$ cat src/hdl/soc_bus_pkg.sv
`default_nettype none

package soc_bus_pkg;

    // wishbone classic slave port widths
    localparam int WB_ADR_W = 32;              // byte address
    localparam int WB_DAT_W = 32;              // read and write data
    localparam int WB_SEL_W = WB_DAT_W / 8;    // one select per byte

    // the register index sits in the word offset bits of the address
    localparam int REG_ADR_LSB = 2;            // 32-bit words
    localparam int REG_ADR_W   = 4;            // address bits 5:2

    // register map, value equals the word offset
    typedef enum logic [REG_ADR_W-1:0] {
        REG_LED     = 4'd0,                    // rw, byte 0 only
        REG_DIP     = 4'd1,                    // ro, dip switches
        REG_BTN     = 4'd2,                    // ro, push buttons
        REG_AUDIO_L = 4'd3,                    // wo, left sample holding reg
        REG_AUDIO_R = 4'd4,                    // wo, right sample, pushes frame
        REG_STATUS  = 4'd5,                    // ro, fifo flags
        REG_NONE    = 4'd15                    // any other offset
    } reg_sel_e;

    // status word bit positions
    localparam int STAT_FULL_BIT  = 0;         // frame fifo full
    localparam int STAT_EMPTY_BIT = 1;         // frame fifo empty

    // board i/o widths
    localparam int LED_W = 8;                  // leds
    localparam int DIP_W = 8;                  // dip switches
    localparam int BTN_W = 5;                  // c, d, l, r, u buttons

endpackage

`default_nettype wire

$ cat src/hdl/audio_pkg.sv
`default_nettype none

package audio_pkg;

    // one dac sample, two's complement
    localparam int SAMPLE_W = 24;

    // stereo frame, left in the upper half
    localparam int FRAME_W = 2 * SAMPLE_W;

    // bclk periods per channel slot
    localparam int SLOT_W = 32;

    // bit counter inside one slot
    localparam int SLOT_CNT_W = $clog2(SLOT_W);

    // zero padding behind the sample in a slot
    localparam int PAD_W = SLOT_W - SAMPLE_W;

    // i2s transmitter sequence
    typedef enum logic [1:0] {
        IDLE_LOAD,                             // waiting for the first slot start
        SHIFT_L,                               // left slot, lrclk low
        SHIFT_R                                // right slot, lrclk high
    } i2s_state_e;

endpackage

`default_nettype wire

$ cat src/hdl/reset_stretch.sv
`timescale 1ns/1ps
`default_nettype none

module reset_stretch #(
    parameter int RESET_CYCLES = 32            // hold time after button release
) (
    input  wire  clk_soc,
    input  wire  btn_rst,                      // raw button, active high
    output logic sys_rst_o                     // stretched reset for the subsystem
);

    localparam int CNT_W = $clog2(RESET_CYCLES + 1);

    logic [CNT_W-1:0] hold_cnt;                // remaining hold edges

    always_ff @(posedge clk_soc) begin
        if (btn_rst) begin
            hold_cnt <= CNT_W'(RESET_CYCLES);  // reload while pressed
        end else if (hold_cnt != '0) begin
            hold_cnt <= hold_cnt - 1'b1;       // count down after release
        end
    end

    // the button acts at once, the counter keeps it up afterwards
    // so the first edge with btn_rst low still sees a full count
    always_comb begin
        sys_rst_o = btn_rst || (hold_cnt != '0);
    end

endmodule

`default_nettype wire

$ cat src/hdl/wishbone_bus_logic.sv
`timescale 1ns/1ps
`default_nettype none

module wishbone_bus_logic (
    input  wire                                 clk_soc,
    input  wire                                 rst_i,
    input  wire                                 wb_cyc_i,
    input  wire                                 wb_stb_i,
    input  wire                                 wb_we_i,
    input  wire  [soc_bus_pkg::WB_ADR_W-1:0]    wb_adr_i,
    input  wire  [soc_bus_pkg::WB_DAT_W-1:0]    wb_dat_i,
    input  wire  [soc_bus_pkg::WB_SEL_W-1:0]    wb_sel_i,
    input  wire  [soc_bus_pkg::DIP_W-1:0]       dip_i,
    input  wire  [soc_bus_pkg::BTN_W-1:0]       btn_i,
    input  wire                                 fifo_full_i,
    input  wire                                 fifo_empty_i,
    output logic [soc_bus_pkg::WB_DAT_W-1:0]    wb_dat_o,
    output logic                                wb_ack_o,
    output logic [soc_bus_pkg::LED_W-1:0]       led_o,
    output logic                                fifo_wr_o,
    output logic [audio_pkg::FRAME_W-1:0]       fifo_frame_o
);

    soc_bus_pkg::reg_sel_e                 reg_sel;     // decoded register
    logic                                  req;         // new request this cycle
    logic                                  push_req;    // right sample write
    logic                                  push_go;     // push allowed now
    logic [soc_bus_pkg::WB_DAT_W-1:0]      rd_mux;      // read value of reg_sel
    logic [soc_bus_pkg::WB_DAT_W-1:0]      rd_data_q;   // returned in ack cycle
    logic                                  ack_q;
    logic                                  fifo_wr_q;
    logic [soc_bus_pkg::LED_W-1:0]         led_q;
    logic [soc_bus_pkg::DIP_W-1:0]         dip_q;       // sampled switches
    logic [soc_bus_pkg::BTN_W-1:0]         btn_q;       // sampled buttons
    logic [audio_pkg::SAMPLE_W-1:0]        left_q;      // left holding reg
    logic [audio_pkg::SAMPLE_W-1:0]        right_q;     // right half of pushed frame

    // byte-masked update of a sample, only the low three selects apply
    function automatic logic [audio_pkg::SAMPLE_W-1:0] merge_sample(
        input logic [audio_pkg::SAMPLE_W-1:0]   old_v,
        input logic [soc_bus_pkg::WB_DAT_W-1:0] dat,
        input logic [soc_bus_pkg::WB_SEL_W-1:0] sel
    );
        logic [audio_pkg::SAMPLE_W-1:0] res;
        res = old_v;
        for (int b = 0; b < audio_pkg::SAMPLE_W / 8; b++) begin
            if (sel[b]) begin
                res[b*8 +: 8] = dat[b*8 +: 8];
            end
        end
        return res;
    endfunction

    always_comb begin
        if (wb_adr_i[soc_bus_pkg::REG_ADR_LSB +: soc_bus_pkg::REG_ADR_W] <= 4'd5) begin
            reg_sel = soc_bus_pkg::reg_sel_e'(
                wb_adr_i[soc_bus_pkg::REG_ADR_LSB +: soc_bus_pkg::REG_ADR_W]);
        end else begin
            reg_sel = soc_bus_pkg::REG_NONE;    // unmapped, reads zero
        end
    end

    assign req      = wb_cyc_i && wb_stb_i && !ack_q;   // ack cycle is not a new request
    assign push_req = req && wb_we_i && (reg_sel == soc_bus_pkg::REG_AUDIO_R);
    assign push_go  = push_req && !fifo_full_i;         // stall while full

    always_comb begin
        rd_mux = '0;                                    // write-only and unmapped read 0
        case (reg_sel)
            soc_bus_pkg::REG_LED:    rd_mux[soc_bus_pkg::LED_W-1:0] = led_q;
            soc_bus_pkg::REG_DIP:    rd_mux[soc_bus_pkg::DIP_W-1:0] = dip_q;
            soc_bus_pkg::REG_BTN:    rd_mux[soc_bus_pkg::BTN_W-1:0] = btn_q;
            soc_bus_pkg::REG_STATUS: begin
                rd_mux[soc_bus_pkg::STAT_FULL_BIT]  = fifo_full_i;
                rd_mux[soc_bus_pkg::STAT_EMPTY_BIT] = fifo_empty_i;
            end
            default: ;
        endcase
    end

    // control state, ack lands one edge after the request is seen
    always_ff @(posedge clk_soc) begin
        if (rst_i) begin
            ack_q     <= 1'b0;
            fifo_wr_q <= 1'b0;
            led_q     <= '0;
        end else begin
            ack_q     <= 1'b0;                          // single-cycle pulses
            fifo_wr_q <= 1'b0;
            if (req && (!push_req || push_go)) begin
                ack_q <= 1'b1;                          // push waits for room
            end
            if (push_go) begin
                fifo_wr_q <= 1'b1;                      // frame enters fifo with the ack
            end
            if (req && wb_we_i && (reg_sel == soc_bus_pkg::REG_LED) && wb_sel_i[0]) begin
                led_q <= wb_dat_i[soc_bus_pkg::LED_W-1:0];
            end
        end
    end

    // data path
    always_ff @(posedge clk_soc) begin
        dip_q <= dip_i;                                 // one sample per cycle
        btn_q <= btn_i;
        if (req && wb_we_i && (reg_sel == soc_bus_pkg::REG_AUDIO_L)) begin
            left_q <= merge_sample(left_q, wb_dat_i, wb_sel_i);
        end
        if (push_go) begin
            right_q <= merge_sample(right_q, wb_dat_i, wb_sel_i);
        end
        if (req) begin
            rd_data_q <= wb_we_i ? '0 : rd_mux;         // writes return zero
        end
    end

    assign wb_ack_o     = ack_q;
    assign wb_dat_o     = rd_data_q;
    assign led_o        = led_q;
    assign fifo_wr_o    = fifo_wr_q;
    assign fifo_frame_o = {left_q, right_q};            // left in the upper half

endmodule

`default_nettype wire

$ cat src/hdl/audio_frame_fifo.sv
`timescale 1ns/1ps
`default_nettype none

module audio_frame_fifo #(
    parameter int FIFO_DEPTH = 4               // frames, power of two
) (
    input  wire                              clk_soc,
    input  wire                              rst_i,
    input  wire                              wr_i,          // push on this edge
    input  wire  [audio_pkg::FRAME_W-1:0]    wr_frame_i,
    input  wire                              take_i,        // pop the head frame
    output logic [audio_pkg::FRAME_W-1:0]    rd_frame_o,    // head, falls through
    output logic                             full_o,
    output logic                             empty_o
);

    localparam int AW = $clog2(FIFO_DEPTH);

    logic [audio_pkg::FRAME_W-1:0] mem [FIFO_DEPTH];   // frame storage
    logic [AW:0]                   wr_ptr;             // extra msb marks the lap
    logic [AW:0]                   rd_ptr;
    logic                          do_wr;
    logic                          do_rd;

    // same index, different lap -> full; same lap -> empty
    assign full_o  = (wr_ptr[AW] != rd_ptr[AW]) && (wr_ptr[AW-1:0] == rd_ptr[AW-1:0]);
    assign empty_o = (wr_ptr == rd_ptr);

    assign do_wr = wr_i && !full_o;            // writer never pushes when full
    assign do_rd = take_i && !empty_o;

    always_ff @(posedge clk_soc) begin
        if (rst_i) begin
            wr_ptr <= '0;
            rd_ptr <= '0;
        end else begin
            if (do_wr) begin
                wr_ptr <= wr_ptr + 1'b1;
            end
            if (do_rd) begin
                rd_ptr <= rd_ptr + 1'b1;
            end
        end
    end

    always_ff @(posedge clk_soc) begin
        if (do_wr) begin
            mem[wr_ptr[AW-1:0]] <= wr_frame_i;
        end
    end

    // head entry straight out, visible the cycle after the push
    assign rd_frame_o = mem[rd_ptr[AW-1:0]];

endmodule

`default_nettype wire

$ cat src/hdl/i2s_master.sv
`timescale 1ns/1ps
`default_nettype none

module i2s_master #(
    parameter int BCLK_DIV = 4                 // clk_soc cycles per bclk half
) (
    input  wire                              clk_soc,
    input  wire                              rst_i,
    input  wire  [audio_pkg::FRAME_W-1:0]    frame_i,        // fifo head
    input  wire                              frame_valid_i,  // fifo not empty
    output logic                             take_o,         // one-cycle pop
    output logic                             ac_mclk_o,
    output logic                             ac_bclk_o,
    output logic                             ac_lrclk_o,
    output logic                             ac_dac_sdata_o
);

    localparam int DIV_W = $clog2(BCLK_DIV + 1);

    audio_pkg::i2s_state_e              state;
    logic [DIV_W-1:0]                   div_cnt;      // clk_soc cycles in bclk half
    logic                               div_wrap;
    logic                               bclk_fall;    // bclk goes low on this edge
    logic                               slot_end;     // last bit of the slot
    logic [audio_pkg::SLOT_CNT_W-1:0]   bit_cnt;
    logic [audio_pkg::SLOT_W-1:0]       shift_q;      // msb goes out next
    logic [audio_pkg::SAMPLE_W-1:0]     right_q;      // right half of current frame
    logic                               mclk_q;
    logic                               bclk_q;
    logic                               lrclk_q;
    logic                               sdata_q;
    logic                               take_q;

    assign div_wrap  = (div_cnt == DIV_W'(BCLK_DIV - 1));
    assign bclk_fall = div_wrap && bclk_q;
    assign slot_end  = (bit_cnt == audio_pkg::SLOT_CNT_W'(audio_pkg::SLOT_W - 1));

    always_ff @(posedge clk_soc) begin
        if (rst_i) begin
            mclk_q  <= 1'b0;
            bclk_q  <= 1'b0;
            div_cnt <= '0;
        end else begin
            mclk_q <= ~mclk_q;                        // clk_soc / 2
            if (div_wrap) begin
                div_cnt <= '0;
                bclk_q  <= ~bclk_q;
            end else begin
                div_cnt <= div_cnt + 1'b1;
            end
        end
    end

    // data and lrclk move on the same edge that takes bclk low
    always_ff @(posedge clk_soc) begin
        if (rst_i) begin
            state   <= audio_pkg::IDLE_LOAD;
            bit_cnt <= '0;
            lrclk_q <= 1'b0;
            sdata_q <= 1'b0;
            take_q  <= 1'b0;
            shift_q <= '0;
            right_q <= '0;
        end else begin
            take_q <= 1'b0;
            if (bclk_fall) begin
                sdata_q <= shift_q[audio_pkg::SLOT_W-1];  // last bit of old slot at boundary
                shift_q <= shift_q << 1;
                bit_cnt <= bit_cnt + 1'b1;
                if (state == audio_pkg::IDLE_LOAD || (state == audio_pkg::SHIFT_R && slot_end)) begin
                    state   <= audio_pkg::SHIFT_L;        // left slot start takes a frame
                    lrclk_q <= 1'b0;
                    bit_cnt <= '0;
                    take_q  <= frame_valid_i;             // no pop on underflow
                    if (frame_valid_i) begin
                        shift_q <= {frame_i[audio_pkg::FRAME_W-1 -: audio_pkg::SAMPLE_W],
                                    {audio_pkg::PAD_W{1'b0}}};
                        right_q <= frame_i[audio_pkg::SAMPLE_W-1:0];
                    end else begin
                        shift_q <= '0;                    // silent frame
                        right_q <= '0;
                    end
                end else if (state == audio_pkg::SHIFT_L && slot_end) begin
                    state   <= audio_pkg::SHIFT_R;
                    lrclk_q <= 1'b1;                      // right slot
                    bit_cnt <= '0;
                    shift_q <= {right_q, {audio_pkg::PAD_W{1'b0}}};
                end
            end
        end
    end

    assign take_o         = take_q;
    assign ac_mclk_o      = mclk_q;
    assign ac_bclk_o      = bclk_q;
    assign ac_lrclk_o     = lrclk_q;
    assign ac_dac_sdata_o = sdata_q;

endmodule

`default_nettype wire

$ cat src/hdl/audio_periph_top.sv
`timescale 1ns/1ps
`default_nettype none

module audio_periph_top #(
    parameter int RESET_CYCLES = 32,           // reset hold after release
    parameter int FIFO_DEPTH   = 4,            // frames
    parameter int BCLK_DIV     = 4             // clk_soc cycles per bclk half
) (
    input  wire                                 clk_soc,
    input  wire                                 btn_rst,
    input  wire                                 wb_cyc_i,
    input  wire                                 wb_stb_i,
    input  wire                                 wb_we_i,
    input  wire  [soc_bus_pkg::WB_ADR_W-1:0]    wb_adr_i,
    input  wire  [soc_bus_pkg::WB_DAT_W-1:0]    wb_dat_i,
    input  wire  [soc_bus_pkg::WB_SEL_W-1:0]    wb_sel_i,
    input  wire  [soc_bus_pkg::DIP_W-1:0]       dip_i,
    input  wire  [soc_bus_pkg::BTN_W-1:0]       btn_i,
    output logic [soc_bus_pkg::WB_DAT_W-1:0]    wb_dat_o,
    output logic                                wb_ack_o,
    output logic [soc_bus_pkg::LED_W-1:0]       led_o,
    output logic                                ac_mclk_o,
    output logic                                ac_bclk_o,
    output logic                                ac_lrclk_o,
    output logic                                ac_dac_sdata_o
);

    logic                           sys_rst;      // stretched reset
    logic                           fifo_wr;
    logic [audio_pkg::FRAME_W-1:0]  fifo_frame;   // bus side frame
    logic                           fifo_full;
    logic                           fifo_empty;
    logic [audio_pkg::FRAME_W-1:0]  rd_frame;     // head frame to i2s
    logic                           rd_take;

    reset_stretch #(.RESET_CYCLES(RESET_CYCLES)) u_rst (
        .clk_soc   (clk_soc),
        .btn_rst   (btn_rst),
        .sys_rst_o (sys_rst)
    );

    wishbone_bus_logic u_bus (
        .clk_soc      (clk_soc),
        .rst_i        (sys_rst),
        .wb_cyc_i     (wb_cyc_i),
        .wb_stb_i     (wb_stb_i),
        .wb_we_i      (wb_we_i),
        .wb_adr_i     (wb_adr_i),
        .wb_dat_i     (wb_dat_i),
        .wb_sel_i     (wb_sel_i),
        .dip_i        (dip_i),
        .btn_i        (btn_i),
        .fifo_full_i  (fifo_full),
        .fifo_empty_i (fifo_empty),
        .wb_dat_o     (wb_dat_o),
        .wb_ack_o     (wb_ack_o),
        .led_o        (led_o),
        .fifo_wr_o    (fifo_wr),
        .fifo_frame_o (fifo_frame)
    );

    audio_frame_fifo #(.FIFO_DEPTH(FIFO_DEPTH)) u_fifo (
        .clk_soc    (clk_soc),
        .rst_i      (sys_rst),
        .wr_i       (fifo_wr),
        .wr_frame_i (fifo_frame),
        .take_i     (rd_take),
        .rd_frame_o (rd_frame),
        .full_o     (fifo_full),
        .empty_o    (fifo_empty)
    );

    i2s_master #(.BCLK_DIV(BCLK_DIV)) u_i2s (
        .clk_soc        (clk_soc),
        .rst_i          (sys_rst),
        .frame_i        (rd_frame),
        .frame_valid_i  (!fifo_empty),            // valid whenever a frame is queued
        .take_o         (rd_take),
        .ac_mclk_o      (ac_mclk_o),
        .ac_bclk_o      (ac_bclk_o),
        .ac_lrclk_o     (ac_lrclk_o),
        .ac_dac_sdata_o (ac_dac_sdata_o)
    );

endmodule

`default_nettype wire

$ cat config.mk
export PLATFORM = sky130hd
export DESIGN_NAME = audio_periph_top
export DESIGN_NICKNAME = d
export VERILOG_FILES = /design/src/hdl/soc_bus_pkg.sv /design/src/hdl/audio_pkg.sv /design/src/hdl/reset_stretch.sv /design/src/hdl/wishbone_bus_logic.sv /design/src/hdl/audio_frame_fifo.sv /design/src/hdl/i2s_master.sv /design/src/hdl/audio_periph_top.sv
export SDC_FILE = /design/constraint.sdc
export NUM_CORES = 1
export LEC_CHECK = 0
export ABC_AREA = 1
export BUFFER_PORTS_ARGS = -buffer_cell sky130_fd_sc_hd__clkbuf_2
export CAP_MARGIN = 20
export CORE_UTILIZATION = 30
export DETAILED_ROUTE_END_ITERATION = 8
export GPL_TIMING_DRIVEN = 0
export PLACE_DENSITY = 0.58
export SYNTH_ARGS = -nofsm -noshare
export SYNTH_HDL_FRONTEND = slang
export SYNTH_SLANG_ARGS = --single-unit
$ cat constraint.sdc
create_clock -name clk_soc -period 10.4 [get_ports clk_soc]
set_input_delay 0.52 -clock clk_soc [delete_from_list [all_inputs] [get_ports clk_soc]]
set_output_delay 0.52 -clock clk_soc [all_outputs]
set_load 0.03 [all_outputs]
# Word-level counts from Yosys, hierarchy flattened
# Memories as Yosys holds them, arrays and structs flattened. A register that Yosys moved wholly into a read port is not among the register bits.
# Index checks and enable logic that the tools add are counted.
# W data, S select, Z words.
# op_classes
addsub	5
n_lt_le_gt_ge	1
n_eq_ne	12
mux	20
bitwise	4
reduce_logical	36
# ops
cell	count
$mux W32	3
$mux W24	1
$reduce_and A2 Y1	8
$logic_and A1 B1 Y1	15
$mux W5	2
$add A3 B1 Y3 const B	3
$pmux W3 S3	1
$eq A4 B2 Y1 const B	2
$eq A4 B3 Y1 const B	2
$mux W2	4
$pmux W2 S4	1
$mux W1	6
$pmux W3 S2	1
$reduce_bool A6 Y1	1
$sub A6 B1 Y6 const B	1
$add A5 B1 Y5 const B	1
$eq A5 B5 Y1 const B	1
$eq A4 B1 Y1 const B	1
$le A4 B3 Y1 const B	1
$logic_not A1 Y1	4
$logic_not A4 Y1	1
$mux W4	1
$not A1 Y1	4
$eq A3 B2 Y1 const B	1
other kinds (10)	12
# word_totals
regBits	186
ram_bits	192
inputBits	86
mem_count	1
# mem_list
name	words	width	read_ports	rd_ports_with_merged_regs	wr	line	rtl
u_fifo.mem	4	48	1	1	1	audio_frame_fifo.sv:19	logic [audio_pkg::FRAME_W-1:0] mem [FIFO_DEPTH];

# Logic depth before layout (Yosys ltp)
# logic_depth
ltp_word	8
mapped_depth	13
depth_no_buf	12

# Modules after synthesis
# Synthesis repeated with hierarchy kept, for this count alone.
# unflattened
cells_unflattened	1294
hier_area_um2	14521.4
# by_module_without_submodules
mod	instances	cells_per_inst	area_per_inst_um2	seq_area_each_um2
audio_frame_fifo	1	539	8034.0	5925.7
i2s_master	1	477	3221.8	1241.2
wishbone_bus_logic	1	232	2925.3	2142.1
reset_stretch	1	45	336.6	120.1
audio_periph_top	1	1	3.8	0.0

# Least setup slack after synthesis
# OpenSTA, ideal clock, no wires.
# synth_timing
path_type	reg2reg
start	register u_fifo.wr_ptr[0]
end	memory u_fifo.mem[0][0] in the netlist's numbering, enable pin
setup_ns	0.454
arrival_ns	2.928
t_required_ns	9.946
slack_ns	7.018
stages_incl_launch_ff	7
path_buffers	0
path_cell_list	dfxtp_1 inv_1 nand2_1 nand2_1 nand3_1 nand2_1 nor2_1
# synth_via
elab_chain_cells	6
# synth_rtl
item	line	rtl
start, declared	audio_frame_fifo.sv:20	logic [AW:0] wr_ptr;
start signal, assigned	audio_frame_fifo.sv:38	wr_ptr <= wr_ptr + 1'b1;
$eq A2 B2 Y1	audio_frame_fifo.sv:26	assign full_o = (wr_ptr[AW] != rd_ptr[AW]) && (wr_ptr[AW-1:0] == rd_ptr[AW-1:0]);
$logic_and A1 B1 Y1	audio_frame_fifo.sv:26	
$logic_not A1 Y1	audio_frame_fifo.sv:29	assign do_wr = wr_i && !full_o;
$logic_and A1 B1 Y1	audio_frame_fifo.sv:29	
$mux W1	audio_frame_fifo.sv:47	if (do_wr) begin
$mux W1 (implied by the code)	audio_frame_fifo.sv:48	mem[wr_ptr[AW-1:0]] <= wr_frame_i;
end, declared	audio_frame_fifo.sv:19	
# Parallel ways exist; a longest one is shown, timed or not.

# Worst setup path in the final report
# Same ends and word-level chain as after synthesis.

==> impl_metrics.json <==
{
  "drive_gt1_share_pct": 14.7,
  "grt_max_degree": 29,
  "netlist_instances": 1231,
  "drt-vias-per-instance": 4.55,
  "post_synth_num_cell_types": 36,
  "max_stage_delay_ps": 760,
  "p_sw_uw": 591,
  "drt-total-wl_um": 32600,
  "floorplan.initialDensity_pct": 30.4,
  "layout.nets": 1463,
  "fp.coreArea_um2": 44300,
  "p_comb_share_pct": 3.7,
  "powerDensity_nw_per_um2": 181,
  "r2r-start": "u_fifo.wr_ptr[0]",
  "tightestPinTransition_ps": 1030,
  "critical_path_arrival_ps": 2840,
  "clock_path_buffers": 3,
  "syn_to_final_growth_pct": 18.8,
  "port_buffers": 69,
  "fin_util_pct": 36.2,
  "dr_wl_met3_um": 1560,
  "pwr-share-clk_pct": 45.0,
  "ant_nets": 0,
  "holdWs_ps": 101,
  "post-cts-setup-buffer-count": 0,
  "seqPwrFrac_pct": 51.3,
  "drv_cap": 0,
  "mostFrequentLayoutCells": "nand2_1 (292), edfxtp_1 (248), nor2_1 (136), o21ai_0 (112), dfxtp_1 (99)",
  "hold_viol": 0,
  "vias": 9028,
  "crit_required_ps": 10600,
  "vdd_drop_max_mv": 0.103,
  "final_common_cell": "nand2_1",
  "postCtsHoldBufs": 0,
  "drc": 0,
  "grt_pass1_vias": 8848,
  "clkSinkCount": 347,
  "syn_avg_cell_area_um2": 11.0,
  "period_share_pct": 25.4,
  "dpl.hpwl_um": 22600,
  "crit_path_end_kind": "flip-flop",
  "ys_ff_latch": 347,
  "crit_path_top_delay_cell": "nor2_4",
  "dieArea_um2": 45800,
  "ys_seq_area_share_pct": 69.9,
  "path_class": "reg -> reg",
  "ctsRootBufferMaster": "clkbuf_16",
  "ioPinCount": 131,
  "diodes": 0,
  "clk-insertion-delay-late_ps": 520,
  "cts_buffers": 36,
  "hp-class": "in -> reg",
  "firstDrtPassIters": 7,
  "cts_tree": "built",
  "critPathTopFamily": "simple AND/OR/NAND/NOR gates",
  "routedWlPerCell_um": 16.4,
  "startpoint": "u_fifo.wr_ptr[0]",
  "cts_resized": 0,
  "fin_setup_tns_ps": 0,
  "rows": 77,
  "worstPathCellList": "inv_1, nand2_1, nand2_1, nand3_1, nand2_1, nor2_4, buf_12",
  "fmax_ghz": 0.378,
  "rrSetupSlack_ps": 7760,
  "htree_levels": 2,
  "cp_max_fo": 26,
  "relSlewSlack_pct": 30.8,
  "die_w_um": 214,
  "ys_warn_count": 0,
  "reg2reg_to": "u_fifo.mem[0][0]",
  "drt_iter0_drc": 652,
  "endpoint": "u_fifo.mem[0][0]",
  "top_layer": "met4",
  "fin_skew_ps": 18.0,
  "grt-ovfl-total": 0,
  "setup_viol": 0,
  "grt_usage_pct": 14.2,
  "antenna_found_initial": 0,
  "p_int_mw": 2.32,
  "leakage_nw": 6.11,
  "slew_viol_final": 0,
  "wl_met1_um": 14700,
  "worst_path_most_repeated_cell": "nand2_1",
  "path_clk_slew_ps": 60,
  "place.gp.congestion": 0.869,
  "syn_area_um2": 13500,
  "dr_wl_met2_um": 15300,
  "worstSetupStartpointType": "flip-flop",
  "rsz0062_at_grt": "false",
  "worstRegToRegCells": 7,
  "cp.depth": 7,
  "worst-path-buf-inv": 2,
  "finalCriticalPeriod_ps": 2640,
  "p_sw_share_pct": 20.3,
  "status": "complete, no violations",
  "grt_pass1_wl_um": 50300,
  "die_y_um": 214
}
==> worst min path at each step <==
stage                     start               end  slack, ps  depth (start not counted)
5_1_grt                dip_i[6]    u_bus.dip_q[6]         80                          1
4_1_cts                dip_i[6]    u_bus.dip_q[6]         80                          1
3_5_place_dp   u_i2s.div_cnt[0]  u_i2s.div_cnt[0]        420                          1
2_1_floorplan  u_i2s.div_cnt[0]  u_i2s.div_cnt[0]        400                          1
3_3_place_gp   u_i2s.div_cnt[0]  u_i2s.div_cnt[0]        410                          1
6_report               dip_i[6]    u_bus.dip_q[6]        100                          1
==> registers in the layout, indices dropped and copies added, names as in the netlist, 5 cells and up, named ones only <==
| name | flops |
|---|---|
| u_bus.left_q | 24 |
| u_fifo.mem | 192 |
| u_bus.btn_q | 5 |
| u_bus.led_o | 8 |
| u_bus.dip_q | 8 |
| u_bus.right_q | 24 |
| u_i2s.right_q | 24 |
| u_i2s.shift_q | 24 |
| u_bus.wb_dat_o | 8 |
| u_i2s.bit_cnt | 5 |
| u_rst.hold_cnt | 6 |
==> cells by family (layout without fill, tap and decap cells) <==
| family | Yosys count | in the layout | synth area share [%] |
|---|---|---|---|
| adders and majority gates | 10 | 10 | 0.927 |
| buffers and inverters | 149 | 287 | 5.41 |
| DFF | 347 | 347 | 69.9 |
| AOI/OAI and AO/OA | 180 | 180 | 6.96 |
| xor gates and xnor gates | 6 | 6 | 0.390 |
| other | 1 | 24 | 0.0278 |
| and+or+nand+nor | 538 | 538 | 16.4 |
==> per-layer routing <==
layer / vias up / GRT usage [%]
met5: - / 0
met4: 0 / 5.40
met3: 58 / 2.17
met2: 238 / 23.7
met1: 4320 / 18.5
li1: 4412 / -
==> power by group through the flow <==
stage / clock [mW] / sequential, mW / combinational, mW
5_1_grt: 1.38 / 1.50 / 0.121
4_1_cts: 1.33 / 1.49 / 0.109
3_5_place_dp: 0 / 1.52 / 0.109
3_3_place_gp: 0 / 1.52 / 0.106
6_report: 1.31 / 1.49 / 0.108
2_1_floorplan: 0 / 1.52 / 0.0752
==> through the flow <==
step	setup WS (ps)	power [mW]	std cells	area [um^2]
after global placement	4940	1.63	1915	14700
after CTS	7720	2.93	1984	16000
final	7760	2.91	1984	16000
after detailed placement	7740	1.63	1921	14800
after global routing	7580	3.00	1984	16000
after floorplan	7020	1.60	1254	13600
==> Yosys cell counts, drive strengths merged <==
master	count	area, um^2
xnor2	1	8.76
xor2	5	43.8
edfxtp	248	7450
nand3	90	468
inv	66	248
nand2	293	1100
nand2b	1	6.26
clkinv	2	8.75
nor3b	1	18.8
clkbuf	21	80.1
dfxtp	99	1980
nand3b	1	7.51
a21boi	1	7.51
nor2	143	554
buf	60	393
nor3	1	5.00
ha	10	125
conb	1	3.75
nand4	5	31.3
o21ai	118	591
o22ai	26	163
a22oi	1	7.51
a21oi	34	170
or2	3	18.8
==> area by class of cell <==
cell class	count	area, um^2
plain buffers	81	473
clock inverters	18	210
repair buffers	75	488
clock buffers	45	986
well taps	592	741
fillers	4421	28300
inverters	68	256
flip-flops and latches	347	9430
multi-input cells	758	3450
(Power assumes the default switching activity.)
